===== config.mk =====
export PLATFORM = sky130hd
export DESIGN_NAME = req_arbiter
export DESIGN_NICKNAME = d
export VERILOG_FILES = /design/src/req_arb_pkg.sv /design/src/req_arb_fsm.sv /design/src/req_arbiter.sv /design/src/req_out_mux.sv /design/src/req_rr_scan.sv
export SDC_FILE = /design/constraint.sdc
export NUM_CORES = 1
export LEC_CHECK = 0
export ABC_AREA = 1
export BUFFER_PORTS_ARGS = -buffer_cell sky130_fd_sc_hd__buf_4
export CORE_AREA = 4 4 397 399
export CTS_CLUSTER_SIZE = 20
export DETAILED_ROUTE_END_ITERATION = 8
export DIE_AREA = 0 0 401 403
export MAX_ROUTING_LAYER = met4
export PLACE_DENSITY_LB_ADDON = 0.08
export SKIP_LAST_GASP = 1
export SYNTH_ARGS = -nofsm -noshare
export SYNTH_HDL_FRONTEND = slang
export SYNTH_SLANG_ARGS = --single-unit
export TNS_END_PERCENT = 30

===== constraint.sdc =====
create_clock -name dma_clk -period 5 [get_ports dma_clk]
set_input_delay 0.75 -clock dma_clk [delete_from_list [all_inputs] [get_ports dma_clk]]
set_output_delay 0.75 -clock dma_clk [all_outputs]
set_load 0.02 [all_outputs]

===== src/req_arb_pkg.sv =====
`default_nettype none

package req_arb_pkg;

    // ******************************************************************
    // stream geometry
    // ******************************************************************
    localparam int chnl_num     = 4;    // request channels into the arbiter
    localparam int chnl_idx_w   = 2;    // enough bits to name one channel
    localparam int dma_data_w   = 64;   // payload per beat
    localparam int dma_keep_w   = dma_data_w / 8;   // one enable per byte
    localparam int axis_tuser_w = 128;  // request header, first beat only

    // channel number as carried between scan, fsm and output mux
    typedef logic [chnl_idx_w-1:0] chnl_idx_t;

    // ******************************************************************
    // one stream beat
    // ******************************************************************
    // user holds the dma request header. two layouts share it
    //   normal request : type 107:104, tag 103:96, addr 95:32,
    //                    dw length 18:8, first be 7:4, last be 3:0
    //   interrupt req  : type 107:104, addr 95:32, rest reserved
    // the arbiter never looks inside, it only forwards the word
    typedef struct packed {
        logic                    last;  // final beat of the packet
        logic [dma_data_w-1:0]   data;  // payload
        logic [dma_keep_w-1:0]   keep;  // byte enables
        logic [axis_tuser_w-1:0] user;  // header, don't care after beat 0
    } req_beat_t;

    // ******************************************************************
    // arbiter states, one-hot
    // ******************************************************************
    // idle      : nothing pending, outputs quiet
    // schedule  : grant follows the live round-robin pick
    // req_trans : grant frozen until the packet's last beat leaves
    typedef enum logic [2:0] {
        idle      = 3'b001,
        schedule  = 3'b010,
        req_trans = 3'b100
    } arb_state_t;

endpackage

`default_nettype wire


===== src/req_arb_fsm.sv =====
`default_nettype none

// packet level control for the arbiter
// a channel keeps the output from its first beat to its last, then the
// scan gets a fresh say
module req_arb_fsm (
    input  wire                       dma_clk,
    input  wire                       rst_n,
    input  req_arb_pkg::chnl_idx_t    next_chnl,   // live pick from the scan
    input  wire                       any_valid,   // some channel is requesting
    input  wire                       beat_done,   // last beat accepted at the output
    output req_arb_pkg::chnl_idx_t    grant,       // channel routed to the output
    output logic                      active       // output path open
);

    req_arb_pkg::arb_state_t cur_state;
    req_arb_pkg::arb_state_t nxt_state;

    req_arb_pkg::chnl_idx_t  grant_reg;            // frozen grant for req_trans

    logic is_schedule;
    logic is_req_trans;
    logic to_req_trans;                            // schedule -> req_trans this cycle

    // ******************************************************************
    // state decode
    // ******************************************************************
    assign is_schedule  = (cur_state == req_arb_pkg::schedule);
    assign is_req_trans = (cur_state == req_arb_pkg::req_trans);

    // a packet is under way and didn't finish in its first cycle,
    // so the pick must be locked before the scan moves on
    assign to_req_trans = is_schedule & ~beat_done & any_valid;

    // ******************************************************************
    // state register
    // ******************************************************************
    always_ff @(posedge dma_clk or negedge rst_n) begin
        if (!rst_n) begin
            cur_state <= req_arb_pkg::idle;
        end else begin
            cur_state <= nxt_state;
        end
    end

    always_ff @(posedge dma_clk or negedge rst_n) begin
        if (!rst_n) begin
            grant_reg <= '0;
        end else if (to_req_trans) begin
            grant_reg <= next_chnl;        // capture the channel we are serving
        end
    end

    // ******************************************************************
    // next state
    // ******************************************************************
    always_comb begin
        nxt_state = cur_state;
        unique case (cur_state)
            req_arb_pkg::idle: begin
                if (any_valid) begin
                    nxt_state = req_arb_pkg::schedule;
                end
            end
            req_arb_pkg::schedule: begin
                if (beat_done) begin
                    nxt_state = req_arb_pkg::schedule;   // single beat packet, pick again
                end else if (any_valid) begin
                    nxt_state = req_arb_pkg::req_trans;  // hold the channel
                end else begin
                    nxt_state = req_arb_pkg::idle;
                end
            end
            req_arb_pkg::req_trans: begin
                if (beat_done) begin
                    nxt_state = req_arb_pkg::schedule;   // packet closed
                end
            end
            default: begin
                nxt_state = req_arb_pkg::idle;           // illegal encoding recovers here
            end
        endcase
    end

    // ******************************************************************
    // outputs
    // ******************************************************************
    // in schedule the pick goes straight out, no extra cycle
    assign grant  = is_schedule ? next_chnl : grant_reg;
    assign active = is_schedule | is_req_trans;

endmodule

`default_nettype wire


===== src/req_arbiter.sv =====
`default_nettype none

// round-robin packet arbiter for dma request streams
// chnl_num input streams merged into one, packets never interleaved
module req_arbiter (
    input  wire                       dma_clk,
    input  wire                       rst_n,

    // ******************************************************************
    // slave streams, one per request channel
    // ******************************************************************
    input  req_arb_pkg::req_beat_t    s_req_beat [req_arb_pkg::chnl_num],
    input  wire [req_arb_pkg::chnl_num-1:0] s_req_valid,
    output logic [req_arb_pkg::chnl_num-1:0] s_req_ready,

    // ******************************************************************
    // master stream towards the request engine
    // ******************************************************************
    output req_arb_pkg::req_beat_t    m_req_beat,   // header in user on first beat
    output logic                      m_req_valid,
    input  wire                       m_req_ready
);

    req_arb_pkg::chnl_idx_t next_chnl;   // scan -> fsm
    logic                   any_valid;   // scan -> fsm
    req_arb_pkg::chnl_idx_t grant;       // fsm -> mux, scan
    logic                   active;      // fsm -> mux
    logic                   beat_done;   // mux -> fsm, scan

    // who goes next
    req_rr_scan u_rr_scan (
        .dma_clk     (dma_clk),
        .rst_n       (rst_n),
        .s_req_valid (s_req_valid),
        .grant       (grant),
        .beat_done   (beat_done),
        .next_chnl   (next_chnl),
        .any_valid   (any_valid)
    );

    // packet ownership
    req_arb_fsm u_arb_fsm (
        .dma_clk     (dma_clk),
        .rst_n       (rst_n),
        .next_chnl   (next_chnl),
        .any_valid   (any_valid),
        .beat_done   (beat_done),
        .grant       (grant),
        .active      (active)
    );

    // steer data and ready
    req_out_mux u_out_mux (
        .s_req_beat  (s_req_beat),
        .s_req_valid (s_req_valid),
        .grant       (grant),
        .active      (active),
        .m_req_ready (m_req_ready),
        .s_req_ready (s_req_ready),
        .m_req_beat  (m_req_beat),
        .m_req_valid (m_req_valid),
        .beat_done   (beat_done)
    );

endmodule

`default_nettype wire


===== src/req_out_mux.sv =====
`default_nettype none

// output side of the arbiter
// routes the granted channel to the master stream and returns ready only
// to that channel
module req_out_mux (
    input  req_arb_pkg::req_beat_t    s_req_beat [req_arb_pkg::chnl_num],
    input  wire [req_arb_pkg::chnl_num-1:0] s_req_valid,
    input  req_arb_pkg::chnl_idx_t    grant,        // selected channel
    input  wire                       active,       // fsm in schedule or req_trans
    input  wire                       m_req_ready,  // sink can take a beat
    output logic [req_arb_pkg::chnl_num-1:0] s_req_ready,
    output req_arb_pkg::req_beat_t    m_req_beat,
    output logic                      m_req_valid,
    output logic                      beat_done     // packet's last beat left this cycle
);

    req_arb_pkg::req_beat_t sel_beat;   // granted channel's beat, ungated
    logic                   sel_valid;

    // ******************************************************************
    // data path
    // ******************************************************************
    assign sel_beat  = s_req_beat[grant];
    assign sel_valid = s_req_valid[grant];

    // quiet bus while idle, so no stale header leaks downstream
    assign m_req_beat  = active ? sel_beat : '0;
    assign m_req_valid = active & sel_valid;

    // ******************************************************************
    // ready fan-out
    // ******************************************************************
    always_comb begin
        s_req_ready        = '0;
        s_req_ready[grant] = active & m_req_ready;  // only the owner sees the sink
    end

    // end of packet marker for fsm and scan
    assign beat_done = m_req_valid & m_req_ready & m_req_beat.last;

endmodule

`default_nettype wire


===== src/req_rr_scan.sv =====
`default_nettype none

// round-robin pick over the request channels
// the search starts one past the channel served last and wraps around
module req_rr_scan (
    input  wire                       dma_clk,
    input  wire                       rst_n,
    input  wire [req_arb_pkg::chnl_num-1:0] s_req_valid,  // raw valids, one per channel
    input  req_arb_pkg::chnl_idx_t    grant,              // channel owning the output
    input  wire                       beat_done,          // last beat accepted this cycle
    output req_arb_pkg::chnl_idx_t    next_chnl,          // combinational pick
    output logic                      any_valid
);

    req_arb_pkg::chnl_idx_t                last_chnl;  // channel of the last finished packet

    req_arb_pkg::chnl_idx_t                rot_idx  [req_arb_pkg::chnl_num]; // k-th in line
    logic [req_arb_pkg::chnl_num-1:0]      rot_valid;  // valids in priority order

    // ******************************************************************
    // last served channel
    // ******************************************************************
    always_ff @(posedge dma_clk or negedge rst_n) begin
        if (!rst_n) begin
            last_chnl <= '0;               // channel 1 gets first pick after reset
        end else if (beat_done) begin
            last_chnl <= grant;            // packet closed, move the pointer
        end
    end

    // ******************************************************************
    // rotate the valid vector
    // ******************************************************************
    // slot 0 is the channel right after last_chnl, slot chnl_num-1 is
    // last_chnl itself so it only wins when nobody else is waiting
    for (genvar k = 0; k < req_arb_pkg::chnl_num; k++) begin : g_rot
        // the index is exactly chnl_idx_w bits wide so the add wraps at chnl_num
        assign rot_idx[k]   = last_chnl + req_arb_pkg::chnl_idx_t'(k + 1);
        assign rot_valid[k] = s_req_valid[rot_idx[k]];
    end

    // ******************************************************************
    // first set slot wins
    // ******************************************************************
    always_comb begin
        next_chnl = rot_idx[0];            // nobody valid, point past last served
        // walk from the back so the lowest slot overrides
        for (int i = req_arb_pkg::chnl_num - 1; i >= 0; i--) begin
            if (rot_valid[i]) begin
                next_chnl = rot_idx[i];
            end
        end
    end

    assign any_valid = |s_req_valid;       // rotation doesn't change the or

endmodule

`default_nettype wire


; ---- Word level (Yosys, flattened, before mapping)
; Cells that the tools add are included.
[totals]
register_bits = 7
input_bits = 811
out_inout_bits = 206
word_cells = 57
[op_classes]
n_addsub = 3
magnitude_cmp = 7
eq_ne = 5
n_mux = 26
bitwise_logic = 10
n_reduce_logical = 3
[op_table]
columns = cell, count
row1 = two-way mux 201 bit, 3
row2 = binary-select mux 201 bit (select 2 bit), 1
row3 = "< comparator 2 x 3 -> 1 bit, second input constant", 5
row4 = two-way mux 3 bit, 4
row5 = binary-select mux 1 bit (select 2 bit), 5
row6 = two-way mux 2 bit, 5
row7 = one-hot mux 3 bit (3 select lines), 1
row8 = AND 1 bit, 6
row9 = two-way mux 1 bit, 6
row10 = "adder 2 bit, second input constant", 2
row11 = AND 4 bit, 1
row12 = "!= test 2 x 1 -> 1 bit, second input constant", 2
row13 = OR reduction 4 bit, 1
row14 = "equality test 3 x 1 -> 1 bit, second input constant", 1
row15 = "equality test 3 x 2 -> 1 bit, second input constant", 1
row16 = "equality test 3 bit, second input constant", 1
row17 = ">= comparator 3 bit, second input constant", 1
row18 = NOT 2 -> 3 bit, 1
row19 = "adder 2 x 1 -> 2 bit, second input constant", 1
row20 = demux 1 bit (select 2 bit), 1
row21 = ">= comparator 2 x 1 -> 1 bit, second input constant", 1
row22 = AND reduction 2 bit, 1
row23 = logical AND 1 bit, 1
row24 = NOT 1 bit, 1
row25 = bitwise OR 1 bit, 1

; ---- Depth between registers and ports, before layout
; Gate-level depths: netlist of run 1.
[depth]
ltp_word = 16
mapped_depth = 18

; ---- Modules after synthesis
; A second synthesis of run 1 with hierarchy kept.
[hier_totals]
cells_unflattened = 1485
hier_area_um2 = 7536.0
[modules_own_cells]
columns = module, n_inst, cells_per_inst, area_each_um2, seq_area_each_um2
row1 = req_out_mux, 1, 1390, 6940.4, 0.0
row2 = req_rr_scan, 1, 53, 301.5, 50.0
row3 = req_arb_fsm, 1, 42, 294.0, 126.4

; ---- Worst setup path before layout of run 1
; OpenSTA, ideal clock, no wires.
[synth_path]
kind = input to output
from = input s_req_valid[3] (netlist name)
to = output s_req_ready[1] (netlist name)
t_arrival_ns = 2.436
t_required_ns = 4.250
slack_ns = 1.814
stages = 13
path_buffers = 3
cell_sequence = inv_1 -> o21ai_1 -> nand2_2 -> nand3_1 -> nand2_1 -> nand3_1 -> nand3_2 -> nand2_4 -> buf_12 -> inv_4 -> buf_4 -> buf_2 -> nor3_1
[synth_between]
elab_chain_len = 12
[synth_lines]
columns = item, line
row1 = start: declaration, req_arbiter.sv:13  ; input wire [req_arb_pkg::chnl_num-1:0] s_req_valid,
row2 = binary-select mux 1 bit (select 2 bit), req_rr_scan.sv:39  ; assign rot_valid[k] = s_req_valid[rot_idx[k]];
row3 = two-way mux 1 bit (not written as such), req_rr_scan.sv:39
row4 = two-way mux 2 bit (3 in a row), req_rr_scan.sv:49  ; if (rot_valid[i]) begin
row5 = two-way mux 2 bit *, req_rr_scan.sv:49
row6 = two-way mux 2 bit *, req_arb_fsm.sv:89  ; assign grant = is_schedule ? next_chnl : grant_reg;
row7 = < comparator 2 x 3 -> 1 bit (not written as such) or >= comparator 2 x 1 -> 1 bit (tied branches), req_out_mux.sv:36  ; s_req_ready[grant] = active & m_req_ready;
row8 = logical AND 1 bit (not written as such), req_out_mux.sv:36
row9 = two-way mux 1 bit (not written as such), req_out_mux.sv:36
row10 = demux 1 bit (select 2 bit) *, -
row11 = AND 4 bit (no source line) *, -
row12 = end: declaration, req_arbiter.sv:14  ; output logic [req_arb_pkg::chnl_num-1:0] s_req_ready,
; Mark *: on every way between the ends. The rest lies on a longest branch, timed or not. The select of a mux whose other input is x is not followed.

==> results.json, run 1 <==
{
  "min_path_type": "in2async",
  "ff2ff_setup_slack_ps": 1710,
  "dp.cells": 4257,
  "dr_wl_met2_mm": 52.3,
  "drt_iter0_drc": 981,
  "cts_tree": "yes",
  "netlist_instances": 1309,
  "min_period_ps": 4520,
  "die-area_um2": 162000,
  "final_hold_viol_count": 0,
  "final_max_slew_viol_count": 0,
  "slew_headroom_pct": 43.8,
  "final_net_count": 3029,
  "netlist_area_um2": 7630,
  "ctsResizeCount": 0,
  "wl_mm": 96.9,
  "overflow": 0,
  "end_kind": "primary output",
  "vias_per_cell": 3.44,
  "num_rows": 144,
  "status": "finished, final reports clean",
  "ys_ff_latch": 7,
  "ctsHoldBuffers": 0,
  "stdcell_count": 4272,
  "drc_errors": 0,
  "netSwitchingFraction_pct": 67.2,
  "yosys_warnings": 0,
  "finalClockSkew_ps": 5.23,
  "cts_max_path_buffers": 2,
  "worstSetupPathType": "reg2out",
  "num_io_pins": 1017,
  "clock_latency_ps": 230,
  "yosys.area.top_type": "nand3_1",
  "highest_layer": "met4",
  "vias": 14700,
  "largest_reg_flops": 3,
  "p_int_mw": 3.14,
  "pwr-share-clk_pct": 1.5,
  "synth_top_area_share_pct": 40.1,
  "h-tree-depth": 1,
  "syn_avg_cell_area_um2": 5.83,
  "required_ps": 4250,
  "grt_max_degree": 96,
  "maxCapViolations": 0,
  "port_buffers": 1016,
  "synth_fp_nets": 2120,
  "coreArea_um2": 154000,
  "fin_crit_sh_pct": 90.4,
  "met1_length_mm": 37.8,
  "clk_pin_slew_ps": 40,
  "power_density_nw_per_um2": 544,
  "start_util_pct": 4.96,
  "ir_drop_uv": 576,
  "place_congestion": 0.894,
  "die-height_um": 403,
  "wl_met3_mm": 6.15,
  "grt_pass1_wl_mm": 130,
  "cts_inserted_buffers": 3,
  "finalSetupViolations": 0,
  "syn2layout_area_growth_pct": 130,
  "tns_ps": 0,
  "worst-slew-pin-transition_ps": 843,
  "p_leak_nw": 6.95,
  "dpl.hpwl_mm": 79.9,
  "start_kind": "register",
  "synth_area_leaders": "nand3_1 (40%), a41oi_1 (20%), nand2_1 (12%)",
  "seqPwrFrac_pct": 1.2,
  "grt_usage_pct": 11.4,
  "fp.dieW_um": 401,
  "ys_types": 31,
  "grt_pass1_vias": 15400,
  "ant_nets": 0,
  "fmax_mhz": 221,
  "post_cts_buffers": 0,
  "crit_fanout": 95,
  "rsz0062_at_grt": "false",
  "switchingPower_mw": 6.42,
  "critical_path_arrival_ps": 3770,
  "clock_sinks": 7,
  "firstDrtPassIters": 5,
  "route.detailed.wl_per_inst_um": 22.7,
  "comb_power_share_pct": 97.4,
  "cts.root.buffer_cell": "clkbuf_16",
  "antenna_found_initial": 15,
  "drive_above_1_share_pct": 51.6,
  "yosysSeqAreaShare_pct": 2.31
}
[path summary, 6_finish.rpt]
check / startpoint / endpoint / cells after the start
min: rst_n / u_arb_fsm.grant_reg[0] / 1
max in group asynchronous: rst_n / u_arb_fsm.cur_state[0] / 1
max: u_rr_scan.last_chnl[0] / m_req_beat[160] / 14
max reg2reg: u_rr_scan.last_chnl[0] / u_arb_fsm.cur_state[1] / 19
min reg2reg: u_arb_fsm.grant_reg[0] / u_arb_fsm.grant_reg[0] / 2
min in group dma_clk: u_arb_fsm.grant_reg[0] / u_arb_fsm.grant_reg[0] / 2
[power groups by stage]
| stage | combinational [mW] | clock [mW] | sequential [mW] |
|---|---|---|---|
| after global routing | 10.1 | 0.145 | 0.118 |
| after detailed placement | 9.62 | 0 | 0.115 |
| final | 9.30 | 0.139 | 0.113 |
| after floorplan | 5.57 | 0 | 0.102 |
| after global placement | 9.66 | 0 | 0.114 |
| after CTS | 9.64 | 0.142 | 0.114 |
[metrics by stage]
step	power (mW)	area (µm²)	hold WS (ps)	setup slack, ps	util [%]
final	9.56	17600	340	478	11.4
after global routing	10.4	17600	348	199	11.4
after CTS	9.90	17500	343	477	11.4
after detailed placement	9.73	17500	471	530	11.4
after global placement	9.78	17500	466	429	11.4
after floorplan	5.67	7630	442	1810	-
[placed cells by master (no fill, tap or decap), drive strengths merged]
| cell type | instances |
|---|---|
| a41oi | 200 |
| buf | 1083 |
| clkbuf | 3 |
| clkinv | 1 |
| dfrtp | 6 |
| dfstp | 1 |
| diode | 11 |
| inv | 25 |
| nand2 | 255 |
| nand3 | 618 |
| nand3b | 1 |
| nand4 | 5 |
| nor2 | 6 |
| nor3 | 7 |
| nor4 | 1 |
| o211ai | 1 |
| o21ai | 3 |
| or2 | 1 |
[kinds of logic (layout without fill, tap and decap cells)]
logic type | Yosys count | after routing | synth area share, %
AO/OA/AOI/OAI | 204 | 204 | 26.2
flip-flops | 7 | 7 | 2.31
AND/OR/NAND/NOR | 894 | 894 | 55.8
buffers and inverters | 204 | 1112 | 15.6
other | 0 | 11 | 0
[critical path: stages (launching register included)]
cell and delay [ps]:
dfrtp_1 540, inv_1 210, nand2_1 120, nand3_1 90, nand2_1 80, nand3_1 80
nand2_1 100, nand3_1 100, nand3_2 180, nand2_8 240, nor2_4 260, buf_12 290
nand2_1 240, a41oi_1 450, buf_4 220
[synthesized netlist by cell type]
master,number
nand3_1,611
nand2_1,246
a41oi_1,170
buf_2,96
a41oi_2,30
clkbuf_1,30
buf_4,29
inv_1,22
buf_6,21
nand2_2,8
dfrtp_1,6
nand3_2,6
nor3_1,6
nand4_1,5
nor2_1,3
buf_8,2
inv_2,2
nor2_4,2
o21ai_0,2
buf_12,1
dfstp_2,1
inv_4,1
nand2_4,1
nand3_4,1
nand3b_2,1
nor2_2,1
nor3_4,1
nor4_1,1
o211ai_1,1
o21ai_1,1
or2_2,1
[area by class of cell]
type	instances	area, µm²
Antenna cell	11	27.5
Clock buffer	3	75.1
Fill cell	18200	136000
Multi-Input combinational cell	1098	6300
Clock inverter	1	5.00
Inverter	25	109
Tap cell	2044	2560
Timing Repair Buffer	1083	8330
Sequential cell	7	176
[metal layers]
metal,vias to the layer above,track usage (%)
li1,6811,-
met1,7228,12.7
met2,612,21.3
met3,27,2.69
met4,0,1.06
met5,-,-
No activity file was read; power rests on OpenSTA's default activity.
==> inputs of run 2 (changes only) <==
Settings changed: CAP_MARGIN set to 25, PLACE_DENSITY set to 0.3, PLACE_DENSITY_LB_ADDON 0.08 to unset.
==> results.json, run 2 (synthesized netlist as in run 1, its figures left out) <==
{
  "final_max_slew_viol_count": 0,
  "antenna_found_initial": 40,
  "p_total_mw": 9.60,
  "drive_above_1_share_pct": 51.5,
  "vias_per_cell": 3.45,
  "route.detailed.wl_per_inst_um": 23.8,
  "stdcell_count": 4266,
  "grt_max_degree": 160,
  "num_rows": 144,
  "wl_mm": 102,
  "fmax_mhz": 229,
  "fin_crit_sh_pct": 87.3,
  "p_leak_nw": 6.94,
  "finalClockSkew_ps": 2.40,
  "coreArea_um2": 154000,
  "post_cts_buffers": 0,
  "end_kind": "primary output",
  "hold_ws_ps": 335,
  "setup_slack_ps": 633,
  "cpMaxStageDelayCell": "dfrtp_1",
  "grt_usage_pct": 12.0,
  "endpoint": "m_req_beat[105]",
  "critical_path_arrival_ps": 3620,
  "port_buffers": 1016,
  "multi_input_area_um2": 6300,
  "place_congestion": 0.975,
  "drt_iter0_drc": 1096,
  "maxCapViolations": 0,
  "start_util_pct": 4.96,
  "cp_common_cell": "nand2_1",
  "ff2ff_path_depth": 18,
  "grt_pass1_vias": 15200,
  "drc_errors": 0,
  "worstSetupPathType": "reg2out",
  "crit_chain": "inv_1, nand2_1, nand2_1, nand2_2, nand3_1, nand2_1, nand2_1, nand2_1, nand3_2, nand2_8, buf_12, buf_4, nand3_1, a41oi_1, buf_4",
  "min_path_type": "in2async",
  "path_depth": 15,
  "cts.root.buffer_cell": "clkbuf_16",
  "final_hold_viol_count": 0,
  "layout_common_cells": "buf_4 (1061), nand3_1 (611), nand2_1 (245)",
  "grt_pass1_wl_mm": 133,
  "power_density_nw_per_um2": 547,
  "firstDrtPassIters": 5,
  "r2r-start": "u_rr_scan.last_chnl[0]",
  "rr_endpoint": "u_arb_fsm.grant_reg[0]",
  "final_common_cell": "buf_4",
  "register_area_um2": 176,
  "cts_inserted_buffers": 3,
  "fp.dieW_um": 401,
  "num_io_pins": 1017,
  "cpPeakStageDelay_ps": 540,
  "finalSetupViolations": 0,
  "start_kind": "register",
  "dpl_worst_slack_ps": 682,
  "ant_nets": 0,
  "fillers": 18300,
  "rsz0062_at_grt": "false",
  "syn2layout_area_growth_pct": 130,
  "worst-slew-pin-transition_ps": 1170,
  "cts_max_path_buffers": 2,
  "status": "finished, final reports clean",
  "slew_headroom_pct": 22.3,
  "crit_fanout": 81,
  "ctsResizeCount": 0,
  "h-tree-depth": 1,
  "final_net_count": 3025,
  "die-height_um": 403,
  "min_period_ps": 4370,
  "required_ps": 4250,
  "vias": 14700,
  "ctsHoldBuffers": 0,
  "clock_sinks": 7,
  "ir_drop_uv": 472,
  "overflow": 0,
  "crit_family": "buffers and inverters",
  "largest_reg_flops": 3,
  "tns_ps": 0,
  "die-area_um2": 162000,
  "critPathBufInv": 4,
  "clk_pin_slew_ps": 40,
  "startpoint": "u_rr_scan.last_chnl[0]",
  "cts_tree": "yes",
  "dp.cells": 4253,
  "dpl.hpwl_mm": 86.8,
  "ff2ff_setup_slack_ps": 1940,
  "clock_latency_ps": 230
}
## run 2: cell types whose count changed in the layout (fill, tap and decap cells not counted), sizes merged
cell,delta
buf,-4
clkbuf,+1
clkinv,-1
diode,-2
## run 2: stage by stage
stage	area [µm²]	utilization [%]
floorplan	7630	-
CTS	17500	11.4
global placement	17500	11.4
global route	17600	11.4
finish	17600	11.4
detailed placement	17500	11.4
## run 2: report_power, final
part,internal [mW],switching [mW]
sequential,0.0844,0.0270
clock,0.106,0.0281
combinational,2.95,6.40
## run 2: worst register-to-register path, delay by kind of cell, from the launching register on
| family | cells | cell delay [ps] |
|---|---|---|
| DFF | 1 | 540 |
| and+or+nand+nor | 15 | 1880 |
| buffers and inverters | 3 | 520 |
## run 2: layout make-up
type,count,area share [%]
repair buffers,1079,47.4
multi-input cells,1098,35.8
well taps,2044,14.6
flip-flops and latches,7,1.00
inverters,25,0.620
clock buffers,4,0.449
diodes,9,0.128
## run 2: how the worst min path moves through the flow
stage | start | to | slack (ps) | depth (start not counted)
2_1_floorplan | u_arb_fsm.grant_reg[0] | u_arb_fsm.grant_reg[0] | 440 | 2
3_3_place_gp | u_arb_fsm.grant_reg[0] | u_arb_fsm.grant_reg[0] | 460 | 2
3_5_place_dp | u_arb_fsm.grant_reg[0] | u_arb_fsm.grant_reg[0] | 460 | 2
4_1_cts | rst_n | u_arb_fsm.cur_state[1] | 340 | 1
5_1_grt | rst_n | u_arb_fsm.cur_state[1] | 340 | 1
6_report | rst_n | u_arb_fsm.cur_state[1] | 330 | 1
## run 2: metal layers
metal | routed length (µm) | vias up | GRT usage (%) | part of all wire (%)
met1 | 44500 | 7204 | 15.3 | 44
met4 | 932 | 0 | 0.956 | 0.92
met3 | 6120 | 58 | 2.47 | 6.0
met2 | 50000 | 678 | 20.2 | 49
li1 | - | 6799 | - | -
met5 | 0 | - | - | 0
==> inputs of run 3 (changes only) <==
Settings changed: CORE_AREA 4 4 397 399 to 4 4 392 394, CTS_BUF_LIST set to sky130_fd_sc_hd__clkbuf_2, CTS_CLUSTER_DIAMETER set to 60, DIE_AREA 0 0 401 403 to 0 0 396 398, TNS_END_PERCENT 30 to unset.
==> results.json, run 3 (synthesized netlist as in run 1, its figures left out) <==
{
  "hold_ws_ps": 321,
  "vias": 14700,
  "grt-busiest-layer": "met2",
  "firstDrtPassIters": 5,
  "status": "finished, final reports clean",
  "dpl.hpwl_mm": 81.5,
  "cpPeakStageDelay_ps": 570,
  "worstSetupPathType": "reg2out",
  "min_path_type": "in2async",
  "die-height_um": 398,
  "num_io_pins": 1017,
  "cts.root.buffer_cell": "clkbuf_2",
  "cpMaxStageDelayCell": "dfrtp_1",
  "drc_errors": 0,
  "post_cts_buffers": 0,
  "critical_path_arrival_ps": 3650,
  "final_hold_viol_count": 0,
  "die-area_um2": 158000,
  "vias_per_cell": 3.45,
  "final_common_cell": "buf_4",
  "layout_common_cells": "buf_4 (1071), nand3_1 (611), nand2_1 (245)",
  "wl_mm": 96.5,
  "cts_max_path_buffers": 2,
  "worst-slew-pin-transition_ps": 995,
  "final_area_um2": 17500,
  "rsz0062_at_grt": "false",
  "use_met2_pct": 20.0,
  "grt_max_degree": 95,
  "end_kind": "primary output",
  "coreArea_um2": 150000,
  "slew_headroom_pct": 33.1,
  "ir_drop_uv": 295,
  "h-tree-depth": 1,
  "drive_above_1_share_pct": 51.8,
  "start_util_pct": 5.09,
  "start_kind": "register",
  "final_net_count": 3034,
  "antenna_found_initial": 22,
  "power_density_nw_per_um2": 547,
  "syn2layout_area_growth_pct": 130,
  "final_max_slew_viol_count": 0,
  "cp_common_cell": "nand2_1",
  "cts_tree": "yes",
  "maxCapViolations": 0,
  "ctsResizeCount": 0,
  "grt_pass1_wl_mm": 127,
  "overflow": 0,
  "setup_slack_ps": 600,
  "ctsHoldBuffers": 0,
  "finalClockSkew_ps": 12.6,
  "crit_fanout": 32,
  "dpl_worst_slack_ps": 673,
  "fp.dieW_um": 396,
  "route.detailed.wl_per_inst_um": 22.7,
  "grt_pass1_vias": 15400,
  "required_ps": 4250,
  "grt_use_met3_pct": 2.71,
  "port_buffers": 1016,
  "fmax_mhz": 227,
  "clock_latency_ps": 230,
  "cts_inserted_buffers": 3,
  "tns_ps": 0,
  "largest_reg_flops": 3,
  "p_total_mw": 9.60,
  "met1_usage_pct": 14.1,
  "grt_usage_pct": 11.6,
  "clock_sinks": 7,
  "drt_iter0_drc": 907,
  "min_period_ps": 4400,
  "num_rows": 142,
  "p_leak_nw": 6.96,
  "crit_chain": "inv_1, nand2_1, nand3_1, nand2_1, nand3_1, nand2_1, nand2_1, nand2_1, nand3_2, nand2_8, buf_4, buf_4, nand3_1, a41oi_1, buf_4",
  "clk_pin_slew_ps": 80,
  "ant_nets": 0,
  "placed_area_um2": 17500,
  "fin_crit_sh_pct": 88.0,
  "finalSetupViolations": 0,
  "place_congestion": 0.913
}
-- run 3: changes by cell type in the layout (fill, tap and decap cells not counted), sizes merged --
cell   change
diode      +5
buf        +9
-- run 3: worst paths after layout --
kind                                              from                endpoint  slack [ps]  depth (start not counted)
max in group asynchronous                        rst_n  u_arb_fsm.cur_state[0]        4450                          1
min in group dma_clk            u_arb_fsm.grant_reg[1]  u_arb_fsm.grant_reg[1]         500                          2
worst min-delay path                             rst_n  u_arb_fsm.grant_reg[1]         320                          1
worst max register to register  u_rr_scan.last_chnl[0]  u_arb_fsm.grant_reg[0]        1710                         19
worst max-delay path            u_rr_scan.last_chnl[0]          m_req_beat[46]         600                         15
worst min register to register  u_arb_fsm.grant_reg[1]  u_arb_fsm.grant_reg[1]         500                          2
-- run 3: worst max-delay path, delay by kind of cell, from the launching register on --
| family | cells | cell delay, ps |
|---|---|---|
| buffers and inverters | 4 | 1210 |
| and+or+nand+nor | 10 | 1220 |
| AOI/OAI and AO/OA | 1 | 360 |
| DFF | 1 | 570 |
-- run 3: metal layers --
layer,vias up,routed length (µm)
met3,54,6360
li1,6828,-
met5,-,0
met2,632,48500
met4,0,1120
met1,7145,40500
-- run 3: final cells by class --
class | instances | area [µm²]
Antenna cell | 14 | 35.0
Clock buffer | 4 | 20.0
Fill cell | 17700 | 132000
Inverter | 25 | 109
Multi-Input combinational cell | 1098 | 6300
Sequential cell | 7 | 176
Tap cell | 2016 | 2520
Timing Repair Buffer | 1088 | 8380
-- run 3: per-stage QoR --
stage               utilization [%]  cells
floorplan                         -   1309
global placement               11.7   4234
detailed placement             11.7   4234
CTS                            11.7   4238
global route                   11.7   4251
finish                         11.7   4252
-- run 3: power breakdown --
part	total (mW)	switching [mW]	internal, mW
clock network	0.0422	0.0209	0.0213
logic	9.44	6.45	2.99
registers	0.113	0.0290	0.0839
total	9.60	6.50	3.10
